### config.mk
export PLATFORM = sky130hd
export DESIGN_NAME = adc_rx_regs_flat
export DESIGN_NICKNAME = d
export VERILOG_FILES = /design/src/adc_rx_pkg.sv /design/src/adc_rx_ctrl_if.sv /design/src/adc_rx_regs.sv /design/src/flat_wrapper.sv
export SDC_FILE = /design/constraint.sdc
export NUM_CORES = 1
export LEC_CHECK = 0
export ABC_AREA = 1
export CELL_PAD_IN_SITES_DETAIL_PLACEMENT = 1
export CELL_PAD_IN_SITES_GLOBAL_PLACEMENT = 1
export CORE_MARGIN = 4
export CORE_UTILIZATION = 46
export DETAILED_ROUTE_END_ITERATION = 8
export DONT_BUFFER_PORTS = 1
export MAX_ROUTING_LAYER = met4
export PLACE_DENSITY_LB_ADDON = 0.1
export SYNTH_ARGS = -nofsm -noshare
export SYNTH_HDL_FRONTEND = slang
export SYNTH_SLANG_ARGS = --single-unit
export TNS_END_PERCENT = 50
### constraint.sdc
create_clock -name ADC_ENC -period 2.02 [get_ports ADC_ENC]
set_input_delay 0.404 -clock ADC_ENC [delete_from_list [all_inputs] [get_ports ADC_ENC]]
set_output_delay 0.404 -clock ADC_ENC [all_outputs]
set_load 0.05 [all_outputs]
### src/adc_rx_pkg.sv
// ----------------------------
// ADC receiver package
// sample type, FIFO word union,
// register map and version
// ----------------------------

package adc_rx_pkg;

    typedef logic [13:0] adc_sample_t;

    // one sample per word
    typedef struct packed {
        logic        header;
        logic [1:0]  adc_id;
        logic        sync;
        logic [13:0] zero;
        adc_sample_t sample;
    } adc_single_t;

    // two consecutive samples per word, sync of the older one
    typedef struct packed {
        logic        header;
        logic [1:0]  adc_id;
        logic        sync;
        adc_sample_t prev;
        adc_sample_t cur;
    } adc_pair_t;

    typedef union packed {
        adc_single_t single;
        adc_pair_t   pair;
    } adc_word_u;

    typedef enum logic [3:0] {
        REG_RST_VER = 4'd0,  // write soft reset, read version
        REG_START   = 4'd1,  // write start, read done
        REG_CONF    = 4'd2,
        REG_CNT0    = 4'd3,  // data count, low byte first
        REG_CNT1    = 4'd4,
        REG_CNT2    = 4'd5,
        REG_LOST    = 4'd6
    } reg_addr_t;

    localparam logic [7:0] ADC_RX_VERSION = 8'd1;

endpackage

### src/adc_rx_ctrl_if.sv
// ----------------------------
// control and status bundle
// between register block and
// capture logic
// ----------------------------

interface adc_rx_ctrl_if;

    logic        soft_rst;         // one cycle pulse
    logic        start;            // one cycle pulse
    logic        start_with_sync;
    logic        single_data;
    logic [23:0] data_cnt;         // zero records forever

    logic        done;
    logic [7:0]  lost_cnt;

    modport regs (
        output soft_rst, start, start_with_sync, single_data, data_cnt,
        input  done, lost_cnt
    );

    modport capture (
        input  soft_rst, start, start_with_sync, single_data, data_cnt,
        output done, lost_cnt
    );

endinterface

### src/adc_rx_regs.sv
// ----------------------------
// Wishbone classic slave
// soft reset and start pulses,
// config and data count regs,
// status readback
// ----------------------------

module adc_rx_regs
    import adc_rx_pkg::*;
(
    input  logic        ADC_ENC,
    input  logic        RST,
    input  logic        wb_cyc,
    input  logic        wb_stb,
    input  logic        wb_we,
    input  reg_addr_t   wb_adr,
    input  logic [7:0]  wb_wdata,
    output logic [7:0]  wb_rdata,
    output logic        wb_ack,
    adc_rx_ctrl_if.regs ctrl
);

    localparam int CONF_SYNC_BIT   = 0;
    localparam int CONF_SINGLE_BIT = 2;

    logic        req;       // new cycle, ack rises on next edge
    logic        wr_req;
    logic        wr_acked;  // write in its ack cycle
    logic        cfg_rst;
    logic [7:0]  conf_reg;
    logic [23:0] cnt_reg;

    assign req      = wb_cyc && wb_stb && !wb_ack;
    assign wr_req   = req && wb_we;
    assign wr_acked = wb_ack && wb_cyc && wb_stb && wb_we;
    assign cfg_rst  = RST || ctrl.soft_rst;

    always_ff @(posedge ADC_ENC) begin
        if (cfg_rst) begin
            wb_ack <= 1'b0;
        end else begin
            wb_ack <= req;  // exactly one cycle per access
        end
    end

    always_ff @(posedge ADC_ENC) begin
        if (cfg_rst) begin
            conf_reg <= '0;
            cnt_reg  <= '0;
        end else if (wr_req) begin
            case (wb_adr)
                REG_CONF: conf_reg       <= wb_wdata;
                REG_CNT0: cnt_reg[7:0]   <= wb_wdata;
                REG_CNT1: cnt_reg[15:8]  <= wb_wdata;
                REG_CNT2: cnt_reg[23:16] <= wb_wdata;
                default:  ;
            endcase
        end
    end

    // pulses come one cycle after the ack
    always_ff @(posedge ADC_ENC) begin
        if (RST) begin
            ctrl.soft_rst <= 1'b0;
            ctrl.start    <= 1'b0;
        end else begin
            ctrl.soft_rst <= wr_acked && (wb_adr == REG_RST_VER);
            ctrl.start    <= wr_acked && (wb_adr == REG_START);
        end
    end

    // latched with the ack, held while ack is high
    always_ff @(posedge ADC_ENC) begin
        if (req) begin
            case (wb_adr)
                REG_RST_VER: wb_rdata <= ADC_RX_VERSION;
                REG_START:   wb_rdata <= {7'd0, ctrl.done};
                REG_CONF:    wb_rdata <= conf_reg;
                REG_CNT0:    wb_rdata <= cnt_reg[7:0];
                REG_CNT1:    wb_rdata <= cnt_reg[15:8];
                REG_CNT2:    wb_rdata <= cnt_reg[23:16];
                REG_LOST:    wb_rdata <= ctrl.lost_cnt;
                default:     wb_rdata <= 8'd0;
            endcase
        end
    end

    assign ctrl.start_with_sync = conf_reg[CONF_SYNC_BIT];
    assign ctrl.single_data     = conf_reg[CONF_SINGLE_BIT];
    assign ctrl.data_cnt        = cnt_reg;

endmodule

### src/flat_wrapper.sv
// flat-port wrapper written by rule: the top's interface ports become plain ports
module adc_rx_regs_flat import adc_rx_pkg::*;
  (ADC_ENC, RST, wb_cyc, wb_stb, wb_we, wb_adr, wb_wdata, wb_rdata, wb_ack, ctrl_soft_rst, ctrl_start, ctrl_start_with_sync, ctrl_single_data, ctrl_data_cnt, ctrl_done, ctrl_lost_cnt);
  adc_rx_ctrl_if ctrl_i ();
  input  logic ADC_ENC;
  input  logic RST;
  input  logic wb_cyc;
  input  logic wb_stb;
  input  logic wb_we;
  input  reg_addr_t wb_adr;
  input  logic [7:0] wb_wdata;
  output logic [7:0] wb_rdata;
  output logic wb_ack;
  output wire logic [$bits(ctrl_i.soft_rst)-1:0] ctrl_soft_rst;
  output wire logic [$bits(ctrl_i.start)-1:0] ctrl_start;
  output wire logic [$bits(ctrl_i.start_with_sync)-1:0] ctrl_start_with_sync;
  output wire logic [$bits(ctrl_i.single_data)-1:0] ctrl_single_data;
  output wire logic [$bits(ctrl_i.data_cnt)-1:0] ctrl_data_cnt;
  input wire logic [$bits(ctrl_i.done)-1:0] ctrl_done;
  input wire logic [$bits(ctrl_i.lost_cnt)-1:0] ctrl_lost_cnt;
  assign ctrl_soft_rst = ctrl_i.soft_rst;
  assign ctrl_start = ctrl_i.start;
  assign ctrl_start_with_sync = ctrl_i.start_with_sync;
  assign ctrl_single_data = ctrl_i.single_data;
  assign ctrl_data_cnt = ctrl_i.data_cnt;
  assign ctrl_i.done = ctrl_done;
  assign ctrl_i.lost_cnt = ctrl_lost_cnt;
  adc_rx_regs u_core (.ADC_ENC(ADC_ENC), .RST(RST), .wb_cyc(wb_cyc), .wb_stb(wb_stb), .wb_we(wb_we), .wb_adr(wb_adr), .wb_wdata(wb_wdata), .wb_rdata(wb_rdata), .wb_ack(wb_ack), .ctrl(ctrl_i));
endmodule
Word level (Yosys, flattened, before mapping). Cells that the tools add are included.

Equality and inequality tests: 6. Mux-type cells: 1. Reductions and logical operators: 15.

Operators by type and width (number): 8-bit one-hot mux with 7 select lines (1); 4-bit by 3-bit == test with 1-bit output (second input constant) (3); 4-bit by 2-bit == test with 1-bit output (second input constant) (2); 1-bit logical AND (8); 2-bit AND reduction (4); 4-bit by 1-bit == test with 1-bit output (second input constant) (1); 4-bit logical NOT (1); 1-bit logical NOT (1); 1-bit logical OR (1).

Register bits after elaboration: 43. Input bits: 26. Output and inout port bits: 37. Word-level logic and storage cells: 30.

Logic depth before layout (Yosys ltp).
Depth in word-level cells: 4. Mapped depth: 8. Depth with buffers taken out: 7.

Worst setup path before layout. No wires, ideal clock.

Path type: register -> register. From: register u_core.wb_ack. To: register u_core.wb_rdata[0], enable pin. Library setup time: 0.273 ns. Arrival time: 1.059 ns. Data required time: 1.747 ns. Setup slack: 0.688 ns. Cell stages (with the launch flop): 4. Buffers on the path: 0. Period minus slack after synthesis: 1.332 ns. Cell sequence: dfxtp_1 inv_1 nand3_1 inv_1.

Word-level cells in the longest chain between the ends: 2.

RTL lines: start: declaration (line adc_rx_regs.sv:19) `output logic wb_ack,`; start signal: assignment (line adc_rx_regs.sv:42) `wb_ack <= req;`; 1-bit logical NOT (line adc_rx_regs.sv:33) `assign req = wb_cyc && wb_stb && !wb_ack;`; 1-bit logical AND (line adc_rx_regs.sv:33); net u_core.req (line adc_rx_regs.sv:26) `logic req;`; end signal: assignment (line adc_rx_regs.sv:77) `REG_START: wb_rdata <= {7'd0, ctrl.done};`; end signal: assignment (line adc_rx_regs.sv:78) `REG_CONF: wb_rdata <= conf_reg;`; end signal: assignment (line adc_rx_regs.sv:79) `REG_CNT0: wb_rdata <= cnt_reg[7:0];`; end: declaration (line adc_rx_regs.sv:18) `output logic [7:0] wb_rdata,`.

The timed path passes the listed nets, and every way through them passes these cells. A chain may end at the register's enable or synchronous reset.

Final worst setup path.
From: register u_core.cnt_reg[3], in the netlist u_core.ctrl.data_cnt[3]. To: output port ctrl_data_cnt[3].

RTL lines: start: declaration (line adc_rx_regs.sv:31) `logic [23:0] cnt_reg;`; start signal: assignment (line adc_rx_regs.sv:53) `REG_CNT0: cnt_reg[7:0] <= wb_wdata;`; end: declaration (line flat_wrapper.sv:18) `output wire logic [$bits(ctrl_i.data_cnt)-1:0] ctrl_data_cnt;`.

No word-level cell between the ends.

==> reports/qor.log <==
qor: status.outcome completed
qor: cells_and_area.flow.area_growth_from_synthesis 6.272%
qor: synthesis.netlist.area_leader.share 31.93%
qor: setup_path.critical_path.reg2reg.startpoint u_core.wb_ack$_SDFF_PP0_
qor: sta.maxSlewViolCount 0
qor: setup_path.worstSetupPathType flop to output port
qor: floorplanning.chipWidth 77.07 µm
qor: run.max_cap_violations 0
qor: power.maximum_vdd_drop 0.0003929 V
qor: clocking.cts.hold.buffers_added 0
qor: floorplanning.row_count 24
qor: synthesis.synth.top_cells.by_area dfxtp_1 (32%), nor2_1 (15%), nand3_1 (13%), nand2_1 (13%), edfxtp_1 (11%)
qor: sta.setup_tns 0 ns
qor: synthesis.synth.ff_latch_count 43
qor: power.powerDensity 684.1 nW/µm²
qor: routing.drcViolationCount 0
qor: synthesis.synth-edff-count 8
qor: setup_path.critPathLaunch u_core.ctrl.data_cnt[3]$_SDFFE_PP0P_
qor: hold_path.timing.hold.worst.class input pin to flop
qor: sta.period_share 69.37%
qor: sta.fin_crit 1.401 ns
qor: placement.post-dp-hpwl 4.711 mm
qor: clocking.tritoncts.num_buffers 5
qor: setup_path.r2r.worst_path.cells 3
qor: routing.firstDrtPassIters 4
qor: hold_path.min-delay-start RST
qor: clocking.postCtsSetupBuffers 0
qor: setup_path.reg2reg_to u_core.wb_rdata[2]$_DFFE_PN_
qor: sta.timing.clock.skew 0.008134 ns
qor: setup_path.timing.critical_path.required 1.62 ns
qor: clocking.clock-root-buffer clkbuf_8
qor: floorplanning.io-pin-count 63
qor: setup_path.path_max_fanout 3
qor: setup_path.startpoint_type flop
qor: sta.setup_viol 0
qor: synthesis.syn-cell-area 2195 µm²
qor: cells_and_area.inserted_diodes 0
qor: synthesis.postSynth.topFlopCell dfxtp_1
qor: setup_path.worstSetupEndpointType output port
qor: synthesis.ys.warnings.count 0
qor: sta.max-slew-margin-rel 61.19%
qor: floorplanning.floorplan.die_area 5940 µm²
qor: placement.finalWeightedCongestion 0.8075
qor: synthesis.synth-seq-area-share 42.87%
qor: routing.dr_total_vias 2024
qor: placement.pre_cts_slack 0.4874 ns
qor: synthesis.synthesis.instances 322
qor: hold_path.whs_path_depth 1
qor: power.power_leakage 1.050 nW
qor: global_route.via_count_of_the_first_global_routing_pass 2026
qor: hold_path.worst_hold_path.endpoint u_core.wb_ack$_SDFF_PP0_
qor: clocking.post_cts_resized 0
qor: setup_path.cp_data_arrival_time 1.00 ns
qor: routing.postRouteWirelength 6.321 mm
qor: synthesis.synthesis.nets 348
qor: global_route.overflow 0
qor: cells_and_area.fin_nets 351
qor: clocking.clkLatencyLatePin 0.30 ns
qor: sta.worst-slew-pin-transition 0.5814 ns
qor: clocking.clock-sinks 43
qor: routing.detailedRoute.firstIterationViolations 136
qor: routing.antenna_violating_nets_post_route 0
qor: floorplanning.initial_utilization 49.05%
qor: sta.max_freq 713.6 MHz
qor: synthesis.synthesis.area_per_instance 6.816 µm²
qor: floorplanning.chipHeight 77.07 µm
qor: routing.detail_route.wl_per_cell 16.72 µm
qor: sta.finalHoldViolations 0
qor: synthesis.synthArstFlopShare 0%
qor: sta.grt_setup_unrepaired no
qor: global_route.wire_length_of_the_first_global_routing_pass 10.41 mm
qor: global_route.groute.usage.overall 22.92%
qor: synthesis.synth_top_cell_by_area dfxtp_1
qor: placement.portBuffers 0
qor: clocking.clock_path_buffers 2
qor: routing.viasPerCell 5.354
qor: cells_and_area.nFillCells 618
qor: cells_and_area.largest_register_ffs 24
qor: synthesis.yosys.cell_count.top_type nor2_1
qor: clocking.cts.htree.levels 2
qor: synthesis.synth_cell_types 18
qor: clocking.clk_pin_slew_worst_paths 0.08 ns
qor: global_route.grt_start_max_net_pins 33
qor: setup_path.ff2ff_setup_slack 0.70 ns
qor: floorplanning.placeableCoreArea 4474 µm²
qor: synthesis.yosys-top-cells-count nor2_1 (87), nand2_1 (74), nand3_1 (56)
qor: sta.timing.final.ws_setup 0.6187 ns
qor: cells_and_area.layout-drive-gt1-share 10.43%
qor: global_route.grt_antenna_before_repair 0
qor: clocking.tritoncts_clock_tree built
metrics by stage:
stage / instances / area (µm²) / hold slack, ns / util [%] / total power [W]
6_report: 378 / 2332 / 0.1862 / 52.13 / 0.001595
4_1_cts: 378 / 2332 / 0.1822 / 52.13 / 0.001606
5_1_grt: 378 / 2332 / 0.1768 / 52.13 / 0.001676
3_5_place_dp: 370 / 2251 / 0.4746 / 50.31 / 0.001078
2_1_floorplan: 322 / 2195 / 0.4559 / - / 0.001041
3_3_place_gp: 370 / 2251 / 0.4633 / 50.31 / 0.001075
how the worst max path moves through the flow:
stage | end | slack [ns] | depth (start not counted)
after floorplan | u_core.wb_rdata[0]$_DFFE_PN_ | 0.69 | 3
after global placement | u_core.wb_rdata[6]$_DFFE_PN_ | 0.55 | 7
after detailed placement | u_core.wb_rdata[6]$_DFFE_PN_ | 0.49 | 7
after CTS | ctrl_data_cnt[15] | 0.61 | 0
after global routing | ctrl_data_cnt[15] | 0.58 | 0
final | ctrl_data_cnt[3] | 0.62 | 0
layout by cell type, fill, tap and decap left out, types with 5 or more instances in the layout:
cell	netlist	layout
nand2_1	74	74
nor2_4	6	6
nand2_2	5	5
edfxtp_1	8	8
buf_4	0	7
nand3_1	56	56
inv_1	28	28
dfxtp_1	35	35
nor2_1	87	86
clkbuf_8	0	5
nor2_2	4	5
layer usage:
metal / share of wire (%) / routed length (µm) / vias to the layer above / track usage [%]
met3: 6.4 / 406 / 5 / 6.440
met5: 0 / 0 / - / -
li1: - / - / 1008 / -
met4: 0.90 / 57 / 0 / 4.804
met1: 46 / 2915 / 955 / 28.79
met2: 47 / 2942 / 56 / 37.02
cell families (layout without fill, tap and decap cells):
logic type | after synthesis | in the layout | share of synthesized area, %
and+or+nand+nor | 238 | 238 | 49.09
buffers and inverters | 41 | 45 | 8.039
DFF | 43 | 43 | 42.87
cell type report:
cell class	instances	area (µm²)	area share (%)
Multi-Input combinational cell	238	1080	46.30
Sequential cell	43	940.9	40.34
Inverter	30	112.6	4.828
Clock buffer	7	76.32	3.273
Tap cell	52	65.06	2.790
Timing Repair Buffer	7	52.55	2.253
Clock inverter	1	5.005	0.2146
report_power, final:
group	total (W)	internal [W]	switching, W
clock	0.000537	0.000243	0.000294
combinational	0.000138	0.0000349	0.000103
sequential	0.000920	0.000883	0.0000374
(Power assumes the default switching activity.)
