File: config.mk
export PLATFORM = sky130hd
export DESIGN_NAME = adc_rx_capture_flat
export DESIGN_NICKNAME = d
export VERILOG_FILES = /design/src/adc_rx_pkg.sv /design/src/adc_rx_ctrl_if.sv /design/src/adc_rx_capture.sv /design/src/flat_wrapper.sv
export SDC_FILE = /design/constraint.sdc
export NUM_CORES = 1
export LEC_CHECK = 0
export BUFFER_PORTS_ARGS = -buffer_cell sky130_fd_sc_hd__buf_2
export CAP_MARGIN = 20
export CORE_MARGIN = 2
export CORE_UTILIZATION = 45
export CTS_CLUSTER_DIAMETER = 100
export DETAILED_ROUTE_END_ITERATION = 7
export GPL_TIMING_DRIVEN = 0
export PLACE_DENSITY = 0.71
export SLEW_MARGIN = 20
export SYNTH_ARGS = -nofsm -noshare
export SYNTH_HDL_FRONTEND = slang
export SYNTH_SLANG_ARGS = --single-unit
File: constraint.sdc
create_clock -name ADC_ENC -period 2.47 [get_ports ADC_ENC]
set_input_delay 0.494 -clock ADC_ENC [delete_from_list [all_inputs] [get_ports ADC_ENC]]
set_output_delay 0.494 -clock ADC_ENC [all_outputs]
set_load 0.005 [all_outputs]
File: src/adc_rx_pkg.sv
// ----------------------------
// ADC receiver package
// sample type, FIFO word union,
// register map and version
// ----------------------------

package adc_rx_pkg;

    typedef logic [13:0] adc_sample_t;

    // one sample per word
    typedef struct packed {
        logic        header;
        logic [1:0]  adc_id;
        logic        sync;
        logic [13:0] zero;
        adc_sample_t sample;
    } adc_single_t;

    // two consecutive samples per word, sync of the older one
    typedef struct packed {
        logic        header;
        logic [1:0]  adc_id;
        logic        sync;
        adc_sample_t prev;
        adc_sample_t cur;
    } adc_pair_t;

    typedef union packed {
        adc_single_t single;
        adc_pair_t   pair;
    } adc_word_u;

    typedef enum logic [3:0] {
        REG_RST_VER = 4'd0,  // write soft reset, read version
        REG_START   = 4'd1,  // write start, read done
        REG_CONF    = 4'd2,
        REG_CNT0    = 4'd3,  // data count, low byte first
        REG_CNT1    = 4'd4,
        REG_CNT2    = 4'd5,
        REG_LOST    = 4'd6
    } reg_addr_t;

    localparam logic [7:0] ADC_RX_VERSION = 8'd1;

endpackage

File: src/adc_rx_ctrl_if.sv
// ----------------------------
// control and status bundle
// between register block and
// capture logic
// ----------------------------

interface adc_rx_ctrl_if;

    logic        soft_rst;         // one cycle pulse
    logic        start;            // one cycle pulse
    logic        start_with_sync;
    logic        single_data;
    logic [23:0] data_cnt;         // zero records forever

    logic        done;
    logic [7:0]  lost_cnt;

    modport regs (
        output soft_rst, start, start_with_sync, single_data, data_cnt,
        input  done, lost_cnt
    );

    modport capture (
        input  soft_rst, start, start_with_sync, single_data, data_cnt,
        output done, lost_cnt
    );

endinterface

File: src/adc_rx_capture.sv
// ----------------------------
// ADC capture logic
// pin registers, sync arming,
// record counter, pairing,
// word packing, lost counter
// ----------------------------

module adc_rx_capture
    import adc_rx_pkg::*;
#(
    parameter logic [1:0] ADC_ID    = 2'd0,
    parameter logic       HEADER_ID = 1'b0
) (
    input  logic           ADC_ENC,
    input  logic           RST,
    input  adc_sample_t    adc_in,
    input  logic           adc_sync,
    input  logic           full,
    output logic           wr,
    output adc_word_u      wdata,
    adc_rx_ctrl_if.capture ctrl
);

    logic        rst;
    adc_sample_t adc_q;      // the sample of this cycle
    adc_sample_t prev_q;
    logic        sync_q;
    logic        sync_prev;
    logic        sync_rise;
    logic        armed;
    logic        rec_on;     // record running past its first sample
    logic [23:0] rec_cnt;
    logic [23:0] cnt_next;
    logic        rec_begin;
    logic        rec_now;    // this cycle's sample is recorded
    logic        rec_last;
    logic        pair_half;  // older half of a pair is held
    logic        pair_done;
    logic        wr_next;
    adc_word_u   word;

    assign rst = RST || ctrl.soft_rst;

    always_ff @(posedge ADC_ENC) begin
        adc_q  <= adc_in;
        prev_q <= adc_q;
    end

    always_ff @(posedge ADC_ENC) begin
        if (RST) begin
            sync_q    <= 1'b0;
            sync_prev <= 1'b0;
        end else begin
            sync_q    <= adc_sync;
            sync_prev <= sync_q;
        end
    end

    assign sync_rise = sync_q && !sync_prev;

    // waits for a sync edge after start
    always_ff @(posedge ADC_ENC) begin
        if (rst) begin
            armed <= 1'b0;
        end else if (ctrl.start) begin
            armed <= ctrl.start_with_sync;
        end else if (sync_rise) begin
            armed <= 1'b0;
        end
    end

    assign rec_begin = ctrl.start_with_sync ? (armed && sync_rise) : ctrl.start;
    assign rec_now   = rec_begin || (rec_on && !ctrl.start);  // start aborts a running record
    assign cnt_next  = rec_begin ? 24'd1 : rec_cnt + 24'd1;
    assign rec_last  = rec_now && (ctrl.data_cnt != 24'd0) && (cnt_next == ctrl.data_cnt);

    always_ff @(posedge ADC_ENC) begin
        if (rst) begin
            rec_on  <= 1'b0;
            rec_cnt <= '0;
        end else begin
            rec_on <= rec_now && !rec_last;
            if (rec_now) begin
                rec_cnt <= cnt_next;
            end
        end
    end

    always_ff @(posedge ADC_ENC) begin
        if (rst) begin
            ctrl.done <= 1'b1;
        end else if (ctrl.start && !rec_last) begin
            ctrl.done <= 1'b0;
        end else if (rec_last) begin
            ctrl.done <= 1'b1;
        end
    end

    assign pair_done = rec_now && !rec_begin && pair_half;

    always_ff @(posedge ADC_ENC) begin
        if (rst) begin
            pair_half <= 1'b0;
        end else if (rec_begin) begin
            pair_half <= 1'b1;
        end else if (rec_now) begin
            pair_half <= !pair_half;
        end
    end

    always_comb begin
        word = '0;
        if (ctrl.single_data) begin
            word.single.header = HEADER_ID;
            word.single.adc_id = ADC_ID;
            word.single.sync   = sync_q;
            word.single.sample = adc_q;
        end else begin
            word.pair.header = HEADER_ID;
            word.pair.adc_id = ADC_ID;
            word.pair.sync   = sync_prev;  // sync of the older sample
            word.pair.prev   = prev_q;
            word.pair.cur    = adc_q;
        end
    end

    assign wr_next = ctrl.single_data ? rec_now : pair_done;

    always_ff @(posedge ADC_ENC) begin
        if (rst) begin
            wr <= 1'b0;
        end else begin
            wr <= wr_next;
        end
    end

    always_ff @(posedge ADC_ENC) begin
        wdata <= word;
    end

    // FIFO drops the word when full, ADC cannot wait
    always_ff @(posedge ADC_ENC) begin
        if (rst) begin
            ctrl.lost_cnt <= 8'd0;
        end else if (wr && full && ctrl.lost_cnt != 8'hff) begin
            ctrl.lost_cnt <= ctrl.lost_cnt + 8'd1;
        end
    end

endmodule

File: src/flat_wrapper.sv
// flat-port wrapper written by rule: the top's interface ports become plain ports
module adc_rx_capture_flat import adc_rx_pkg::*;
#(
    parameter logic [1:0] ADC_ID    = 2'd0,
    parameter logic       HEADER_ID = 1'b0
)
  (ADC_ENC, RST, adc_in, adc_sync, full, wr, wdata, ctrl_soft_rst, ctrl_start, ctrl_start_with_sync, ctrl_single_data, ctrl_data_cnt, ctrl_done, ctrl_lost_cnt);
  adc_rx_ctrl_if ctrl_i ();
  input  logic ADC_ENC;
  input  logic RST;
  input  adc_sample_t adc_in;
  input  logic adc_sync;
  input  logic full;
  output logic wr;
  output adc_word_u wdata;
  input wire logic [$bits(ctrl_i.soft_rst)-1:0] ctrl_soft_rst;
  input wire logic [$bits(ctrl_i.start)-1:0] ctrl_start;
  input wire logic [$bits(ctrl_i.start_with_sync)-1:0] ctrl_start_with_sync;
  input wire logic [$bits(ctrl_i.single_data)-1:0] ctrl_single_data;
  input wire logic [$bits(ctrl_i.data_cnt)-1:0] ctrl_data_cnt;
  output wire logic [$bits(ctrl_i.done)-1:0] ctrl_done;
  output wire logic [$bits(ctrl_i.lost_cnt)-1:0] ctrl_lost_cnt;
  assign ctrl_i.soft_rst = ctrl_soft_rst;
  assign ctrl_i.start = ctrl_start;
  assign ctrl_i.start_with_sync = ctrl_start_with_sync;
  assign ctrl_i.single_data = ctrl_single_data;
  assign ctrl_i.data_cnt = ctrl_data_cnt;
  assign ctrl_done = ctrl_i.done;
  assign ctrl_lost_cnt = ctrl_i.lost_cnt;
  adc_rx_capture #(.ADC_ID(ADC_ID), .HEADER_ID(HEADER_ID)) u_core (.ADC_ENC(ADC_ENC), .RST(RST), .adc_in(adc_in), .adc_sync(adc_sync), .full(full), .wr(wr), .wdata(wdata), .ctrl(ctrl_i));
endmodule
* After elaboration in Yosys (flattened, before gate mapping)
Index checks and enable logic that the tools add are counted.
Cells by class: eq/ne operators 2, mux-type cells 10, add/sub/neg operators 2, reduce and logical (&&, ||, !) cells 22
Operators with widths (number):
- 24-bit by 1-bit adder with 24-bit output (second input constant) | 1
- 24-bit equality test | 1
- 24-bit two-way mux | 1
- 24-bit nonzero test | 1
- 1-bit logical AND | 11
- 1-bit two-way mux | 9
- 8-bit by 1-bit adder with 8-bit output (second input constant) | 1
- 8-bit inequality test (second input constant) | 1
- 2-bit nonzero test | 3
- 1-bit zero test | 5
- 1-bit logical OR | 2
Storage, ports and cells: logic and storage cells 49, input bits 46, output and inout port bits 42, bits in registers 99

* Depth between registers and ports, before layout
Gate-level depths: netlist (run 1).
depth in word-level cells 10, mapped depth 10

* Worst setup path before layout (run 1)
OpenSTA, ideal clock, no wires.
path kind register -> register, from reg u_core.rec_cnt[0], to reg u_core.rec_on, data arrival time 2.528 ns, setup slack -0.183 ns, stages on the path, launching flop included 11, period minus slack after synthesis 2.653 ns, data required time 2.345 ns, library setup time 0.125 ns, cell sequence dfxtp_1 > ha_1 > nand3_4 > or4_1 > buf_2 > or4_4 > nand3_1 > nand3b_1 > nor4_1 > o2111ai_1 > nor3b_1
On the way: word-level cells in the longest chain between the ends 6
RTL lines:
- start, declared | RTL line adc_rx_capture.sv:32 | logic [23:0] rec_cnt;
- start signal, assigned | RTL line adc_rx_capture.sv:84 | rec_cnt <= cnt_next;
- 24-bit by 1-bit adder with 24-bit output | RTL line adc_rx_capture.sv:74 | assign cnt_next = rec_begin ? 24'd1 : rec_cnt + 24'd1;
- 24-bit two-way mux | RTL line adc_rx_capture.sv:74
- 24-bit equality test | RTL line adc_rx_capture.sv:75 | assign rec_last = rec_now && (ctrl.data_cnt != 24'd0) && (cnt_next == ctrl.data_cnt);
- 1-bit logical AND | RTL line adc_rx_capture.sv:75
- 1-bit zero test | RTL line adc_rx_capture.sv:82 | rec_on <= rec_now && !rec_last;
- 1-bit logical AND | RTL line adc_rx_capture.sv:82
- end signal, assigned | RTL line adc_rx_capture.sv:82
- end, declared | RTL line adc_rx_capture.sv:31 | logic rec_on;
No other way between the ends. A chain may end at the register's enable or synchronous reset.

* Final worst setup path (run 1)
Ends and elaborated chain as after synthesis.

==> impl_results.md, run 1 <==
- Final design utilization: 0.611
- Fmax: 382 MHz
- Crit path cell chain: buf_4 > nand4_1 > buf_4 > nor3_4 > mux2i_2 > xnor2_1 > nand3_1 > nor4_4 > o2111ai_2 > nor3b_2
- First-pass GRT wire length: 17200 um
- Post-synthesis compound-gate area fraction: 0.125
- Area growth from synthesis to layout: 31.1%
- Largest net degree at the start of global routing: 19
- Worst Hold Launch: adc_in[5]
- Final setup vio count: 1
- Die Y: 96.3 um
- Failing checks: setup timing
- Final period util: 1.06
- DR iter-0 viols: 287
- Antenna-violating nets left: 0
- TritonCTS buffer count: 9
- Pwr Density: 508 nW/um^2
- Synth cell types: 55
- Worst R2R Start: u_core.rec_cnt[0]
- DIE AREA: 9270 sq um
- Post-synthesis mux area share: 0.0212
- Vias in the first global route: 3526
- IO Port Bufs: 84
- Initial Util: 0.466
- Hold_buf cts: 0
- Main combinational cell family by area after synthesis: simple AND/OR/NAND/NOR gates
- GPL Wtd Cong: 0.954
- Post-synthesis simple-gate area fraction: 0.280
- Yosys Warn Count: 0
- Pleak: 2.03 nW
- N_diodes: 0
- CP max stage delay: 0.39 ns
- Top cells by area, synth: dfxtp_1 (43%), xnor2_1 (4.8%), nand2_1 (3.4%)
- Critical-path maximum fanout: 6
- Share of cells above drive strength 1: 0.324
- Most common flop cell mapped by yosys: dfxtp_1
- Clk_skew: 0.0121 ns
- VDD IR max: 0.567 mV
- GR Overflow Total: 0
- DP Wirelength: 7690 um
- Area share of the largest cell type after synthesis: 0.428
- Synth area leader: dfxtp_1
- Part of the Yosys area used for sequential elements: 0.428
- # rows: 33
- Async SR Flop Fraction: 0
- XOR/XNOR Fraction of Synth Area: 0.0947
- Mean routed wirelength per cell: 16.5 um
- Adder-cell share of the synthesized area: 0.00653
- Core area: 8220 sq um
- Req. time, crit path: 2.70 ns
- Commonest cells post-synth: dfxtp_1 (82), nand2_1 (35), nor2_1 (34)
- Status: complete, but fails checks
- Via count: 3739
- Crit path DAT: 2.85 ns
- Initial antenna violation count: 0
- Worst-skew pair later-pin latency: 0.36 ns
- Crit path launch type: flip-flop
- Cell with the most instances after synthesis: dfxtp_1
- IO Count: 88
- CTS max path bufs: 2
- Slew Limit Headroom: 0.557
- Slew Limit Fails: 0
- CP dominant cell by count: buf_4
- Post-route minimum period: 2.62 ns
- Post-synth EDFFs: 0
- Slowest cell on the critical path: dfxtp_4
- Mapped Cells: 436
- Final worst slack: -0.149 ns
- Worst-margin pin slew: 0.664 ns
- Worst Hold Slack: 0.227 ns
- CP endpoint kind: flip-flop
- Mean Syn Cell Area: 8.79 sq um
- Via/cell ratio: 5.67
- HP Class: in -> reg
- CTS root buf: clkbuf_8
- # DRC: 0
- CTS tree: built
- Tot GR Track Use: 0.244
- DRT Wirelength: 10900 um
- Htree depth: 3
- Synth Register Bits: 82
- Fin. Hold Viols: 0
- Worst-path clk slew: 0.10 ns
- Crit. Startpoint: u_core.rec_cnt[0]
- Maxcap violations: 0
- Die Wd: 96.3 um
- Setup Crit Path Kind: reg -> reg
- Fin nets: 598
- DR pass1 iterations: 5
- Clk sink count: 82
- Mapped Area: 3830 sq um
- RSZ-0062 raised after global routing: true
-- per-layer routing --
metal	up-vias	GRT usage	wire (um)	share of wire
met4	0	0.114	371	0.034
met1	1722	0.324	4620	0.42
met5	-	0	0	0
met2	185	0.378	4980	0.46
li1	1796	-	-	-
met3	36	0.0493	902	0.083
-- critical path, delay by kind of cell (launching register included) --
family          cells  cell delay (ns)
compound gates      1             0.22
mux                 1             0.33
flops               1             0.39
buf+inv             2             0.33
xor+xnor            1             0.15
simple gates        5             1.09
-- logic make-up (layout without fill, tap and decap cells) --
logic type / after synthesis / after routing
flops: 82 / 82
other cells: 1 / 3
fa+ha+maj: 2 / 2
mux: 8 / 8
compound gates: 76 / 76
simple gates: 192 / 192
buf+inv: 37 / 154
xor+xnor: 38 / 38
-- power breakdown --
| group | switching (mW) | internal, mW |
|---|---|---|
| combinational | 0.114 | 0.0938 |
| clock | 0.558 | 0.407 |
| sequential | 0.0146 | 1.36 |
-- per-stage QoR --
stage          setup TNS (ns)  total power [mW]  area (sq um)  instances  setup slack, ns
2_1_floorplan               0              1.49          3880        438           0.0282
3_3_place_gp            -1.82              1.60          4430        627           -0.992
3_5_place_dp            -1.88              1.60          4430        627            -1.02
4_1_cts               -0.0326              2.57          4900        657          -0.0326
5_1_grt                -0.295              2.66          5020        660           -0.221
6_report               -0.149              2.55          5020        660           -0.149
-- final timing paths --
kind | slack [ns] | endpoint | cells after the start
setup / recovery | -0.15 | u_core.rec_on | 10
hold / removal | 0.23 | u_core.adc_q[5] | 1
setup reg to reg | -0.15 | u_core.rec_on | 10
hold reg to reg | 0.32 | u_core.prev_q[6] | 0
-- layout by cell type, fill, tap and decap left out, types with 4 or more instances in the layout --
| cell type | instances |
|---|---|
| a21oi_1 | 24 |
| and3_1 | 5 |
| and4_1 | 5 |
| buf_2 | 84 |
| buf_4 | 27 |
| buf_6 | 5 |
| clkbuf_1 | 11 |
| clkbuf_8 | 11 |
| dfxtp_1 | 75 |
| dfxtp_2 | 5 |
| inv_1 | 7 |
| mux2i_1 | 4 |
| nand2_1 | 32 |
| nand3_1 | 16 |
| nand3b_1 | 4 |
| nand4_1 | 19 |
| nand4b_1 | 4 |
| nor2_1 | 32 |
| nor2b_1 | 17 |
| nor3_1 | 5 |
| nor4_1 | 7 |
| nor4_4 | 5 |
| o21ai_0 | 17 |
| or3_1 | 14 |
| xnor2_1 | 18 |
| xor2_1 | 15 |
-- area by class of cell --
cell class	instances	area (sq um)
Clock inverter	7	76.3
Clock buffer	9	124
Timing Repair Buffer	104	571
Inverter	8	33.8
Sequential cell	82	1660
Multi-Input combinational cell	319	2250
Buffer	26	185
Tap cell	105	131
Fill cell	715	3190
-- timing repair --
item,4_1_cts,5_1_grt
resized for setup,45,26
pin swaps,10,9
buffers inserted,17,3
setup endpoints to repair,2,2
-- sequential cells by signal (all words and copies together), names as in the netlist --
name and cells:
u_core.adc_q 14, u_core.armed 1, u_core.ctrl.done 1, u_core.ctrl.lost_cnt 8
u_core.pair_half 1, u_core.prev_q 13, u_core.rec_cnt 24, u_core.rec_on 1
u_core.sync_prev 1, u_core.sync_q 1, u_core.wdata 16, u_core.wr 1
Note: power is estimated with default switching activity, not from simulation.
==> inputs of run 2 (changes only) <==
Settings changed: CELL_PAD_IN_SITES_DETAIL_PLACEMENT set to 0, CELL_PAD_IN_SITES_GLOBAL_PLACEMENT set to 2, CORE_MARGIN 2 to unset, CORE_UTILIZATION 45 to 29, PLACE_DENSITY 0.71 to unset, PLACE_DENSITY_LB_ADDON set to 0.1.
==> run 2 against run 1 <==
Net effect: the run still ends with setup timing left; setup slack better by 0.027 ns; clock skew down 0.0082 ns; worst hold slack better by 0.016 ns; sequential share of layout area down 1.2 points; critical path type unchanged; critical endpoint unchanged.
==> impl_results.md, run 2 (synthesis gave the netlist of run 1 again) <==
- Status: complete, but fails checks (unchanged)
- Failing checks: setup timing (unchanged)
- CTS tree: built (unchanged)
- Share of cells above drive strength 1: 0.314 (was 0.324)
- Final period util: 1.05 (was 1.06)
- Worst R2R Start: u_core.rec_cnt[0] (unchanged)
- Worst-path clk slew: 0.07 ns (was 0.10 ns)
- RSZ-0062 raised after global routing: true (unchanged)
- CTS max path bufs: 2 (unchanged)
- CP endpoint kind: flip-flop (unchanged)
- Crit path cell chain: ha_4 > nand3_4 > buf_4 > nor4_4 > nand3_1 > a32oi_2 > o311ai_2 > nor4_4 > o2111ai_2 > nor3b_2 (was buf_4 > nand4_1 > buf_4 > nor3_4 > mux2i_2 > xnor2_1 > nand3_1 > nor4_4 > o2111ai_2 > nor3b_2)
- Crit path launch type: flip-flop (unchanged)
- Reg area: 1650 sq um (was 1660 sq um)
- Pleak: 2.08 nW (was 2.03 nW)
- Fill count: 1346 (was 715)
- Via count: 3599 (was 3739)
- Clk sink count: 82 (unchanged)
- # DRC: 0 (unchanged)
- Area of the multi-input gates: 2240 sq um (was 2250 sq um)
- Setup crit end: u_core.rec_on (unchanged)
- Clk_skew: 0.00381 ns (was 0.0121 ns)
- Crit. Startpoint: u_core.rec_cnt[0] (unchanged)
- Final worst slack: -0.123 ns (was -0.149 ns)
- Setup Crit Path Kind: reg -> reg (unchanged)
- Worst-margin pin slew: 0.740 ns (was 0.664 ns)
- Worst r2r dst: u_core.rec_on (unchanged)
- DIE AREA: 13700 sq um (was 9270 sq um)
- Initial antenna violation count: 0 (unchanged)
- HP Class: in -> reg (unchanged)
- Top Registers: u_core.rec_cnt: 24 flops, u_core.wdata: 16 flops, u_core.adc_q: 14 flops (unchanged)
- Commonest cells after routing, fill and taps aside: buf_2 (85), dfxtp_1 (78), nor2_1 (33), nand2_1 (31), a21oi_1 (25) (was buf_2 (84), dfxtp_1 (75), nand2_1 (32), nor2_1 (32), buf_4 (27))
- Pwr Density: 566 nW/um^2 (was 508 nW/um^2)
- Final setup vio count: 1 (unchanged)
- Fin nets: 598 (unchanged)
- Core area: 12800 sq um (was 8220 sq um)
- IO Port Bufs: 84 (unchanged)
- FF-to-FF path depth: 10 (unchanged)
- Tot GR Track Use: 0.188 (was 0.244)
- DR pass1 iterations: 5 (unchanged)
- Slew Limit Headroom: 0.506 (was 0.557)
- VDD IR max: 0.359 mV (was 0.567 mV)
- GR peak layer: met2 (unchanged)
- GPL Wtd Cong: 0.809 (was 0.954)
- Htree depth: 3 (unchanged)
- # rows: 41 (was 33)
- CP max stage delay: 0.37 ns (was 0.39 ns)
- Fin Setup TNS: -0.123 ns (was -0.149 ns)
- Mean routed wirelength per cell: 16.7 um (was 16.5 um)
- Die Y: 117 um (was 96.3 um)
- Slew Limit Fails: 0 (unchanged)
- Commonest non-fill, non-tap cell in the layout: buf_2 (unchanged)
- GR Overflow Total: 0 (unchanged)
- Met1 Use GR: 0.253 (was 0.324)
- Reg2Reg Setup Slack: -0.12 ns (was -0.15 ns)
- Met2 GRT Util: 0.297 (was 0.378)
- IO Count: 88 (unchanged)
- Vias in the first global route: 3354 (was 3526)
- Worst-skew pair later-pin latency: 0.34 ns (was 0.36 ns)
- DRT Wirelength: 12100 um (was 10900 um)
- First-pass GRT wire length: 18700 um (was 17200 um)
- Fmax: 386 MHz (was 382 MHz)
- Critical-path maximum fanout: 5 (was 6)
- Via/cell ratio: 4.95 (was 5.67)
- Slowest cell on the critical path: dfxtp_4 (unchanged)
- CP top delay family: simple AND/OR/NAND/NOR gates (unchanged)
- Die Wd: 117 um (was 96.3 um)
- Post-Place Worst Slack: -1.21 ns (was -1.02 ns)
- Area growth from synthesis to layout: 35.6% (was 31.1%)
- Crit path DAT: 2.82 ns (was 2.85 ns)
- Largest register FFs: 24 (unchanged)
- CP dominant cell by count: nor4_4 (was buf_4)
- Dpl cell area: 4520 sq um (was 4430 sq um)
- Finished Layout Cells: 727 (was 660)
- CTS root buf: clkbuf_16 (was clkbuf_8)
- Fin. Hold Viols: 0 (unchanged)
- Global-route met3 utilization: 0.0355 (was 0.0493)
- Post-route minimum period: 2.59 ns (was 2.62 ns)
- Req. time, crit path: 2.69 ns (was 2.70 ns)
- CP bufs+invs: 1 (was 2)
- DP Wirelength: 9000 um (was 7690 um)
- Initial Util: 0.300 (was 0.466)
- Largest net degree at the start of global routing: 19 (unchanged)
- DR iter-0 viols: 152 (was 287)
- Antenna-violating nets left: 0 (unchanged)
- Largest Register: u_core.rec_cnt (unchanged)
- Placed insts: 694 (was 627)
- Final instance area: 5190 sq um (was 5020 sq um)
- Worst path depth: 10 (unchanged)
- Maxcap violations: 0 (unchanged)
- TritonCTS buffer count: 9 (unchanged)
- N_diodes: 0 (unchanged)
==> run 2: layout make-up <==
type,instances,area share
multi-input combinational,319,0.432
sequential,82,0.318
timing repair buffer,104,0.111
clock buffer,9,0.0434
tap,172,0.0414
buffer,26,0.0325
clock inverter,7,0.0157
inverter,8,0.00650
==> run 2: worst min path at each step <==
stage	depth (start not counted)	from	endpoint	slack [ns]
floorplan	0	u_core.adc_q[0]	u_core.prev_q[0]	0.31
global placement	0	u_core.adc_q[13]	u_core.wdata[13]	0.31
detailed placement	0	u_core.adc_q[9]	u_core.prev_q[9]	0.31
CTS	1	adc_in[13]	u_core.adc_q[13]	0.23
global route	1	adc_in[7]	u_core.adc_q[7]	0.23
finish	1	adc_in[7]	u_core.adc_q[7]	0.24
==> run 2: power by group <==
group | leakage (nW) | internal (mW) | total [mW] | switching (mW)
Sequential | 0.679 | 1.36 | 1.38 | 0.0136
Combinational | 1.25 | 0.0939 | 0.212 | 0.118
Clock | 0.150 | 0.722 | 1.35 | 0.630
Total | 2.08 | 2.18 | 2.94 | 0.762
==> run 2: layer usage <==
layer	part of all wire	routed length, um	vias to the layer above
met3	0.051	624	16
met4	0.017	201	0
li1	-	-	1799
met5	0	0	-
met2	0.45	5510	96
met1	0.48	5790	1688
==> run 2: repair_timing <==
action	CTS	global route
buffers inserted	16	4
pin swaps	11	8
hold buffers	0	0
resized for setup	49	11
setup endpoints to repair	2	2
gates cloned	0	0
==> run 2: metrics by stage <==
| step | power (mW) | hold WS [ns] | util |
|---|---|---|---|
| 2_1_floorplan | 1.49 | 0.310 | - |
| 3_3_place_gp | 1.61 | 0.310 | 0.354 |
| 3_5_place_dp | 1.61 | 0.313 | 0.354 |
| 4_1_cts | 2.99 | 0.227 | 0.401 |
| 5_1_grt | 3.07 | 0.232 | 0.407 |
| 6_report | 2.94 | 0.243 | 0.407 |
==> run 2: worst register-to-register path, delay by kind of cell, from the launching register on <==
kind	cells	cell delay (ns)
simple gates	5	1.16
flops	1	0.37
buf+inv	1	0.17
compound gates	3	0.61
fa+ha+maj	1	0.15
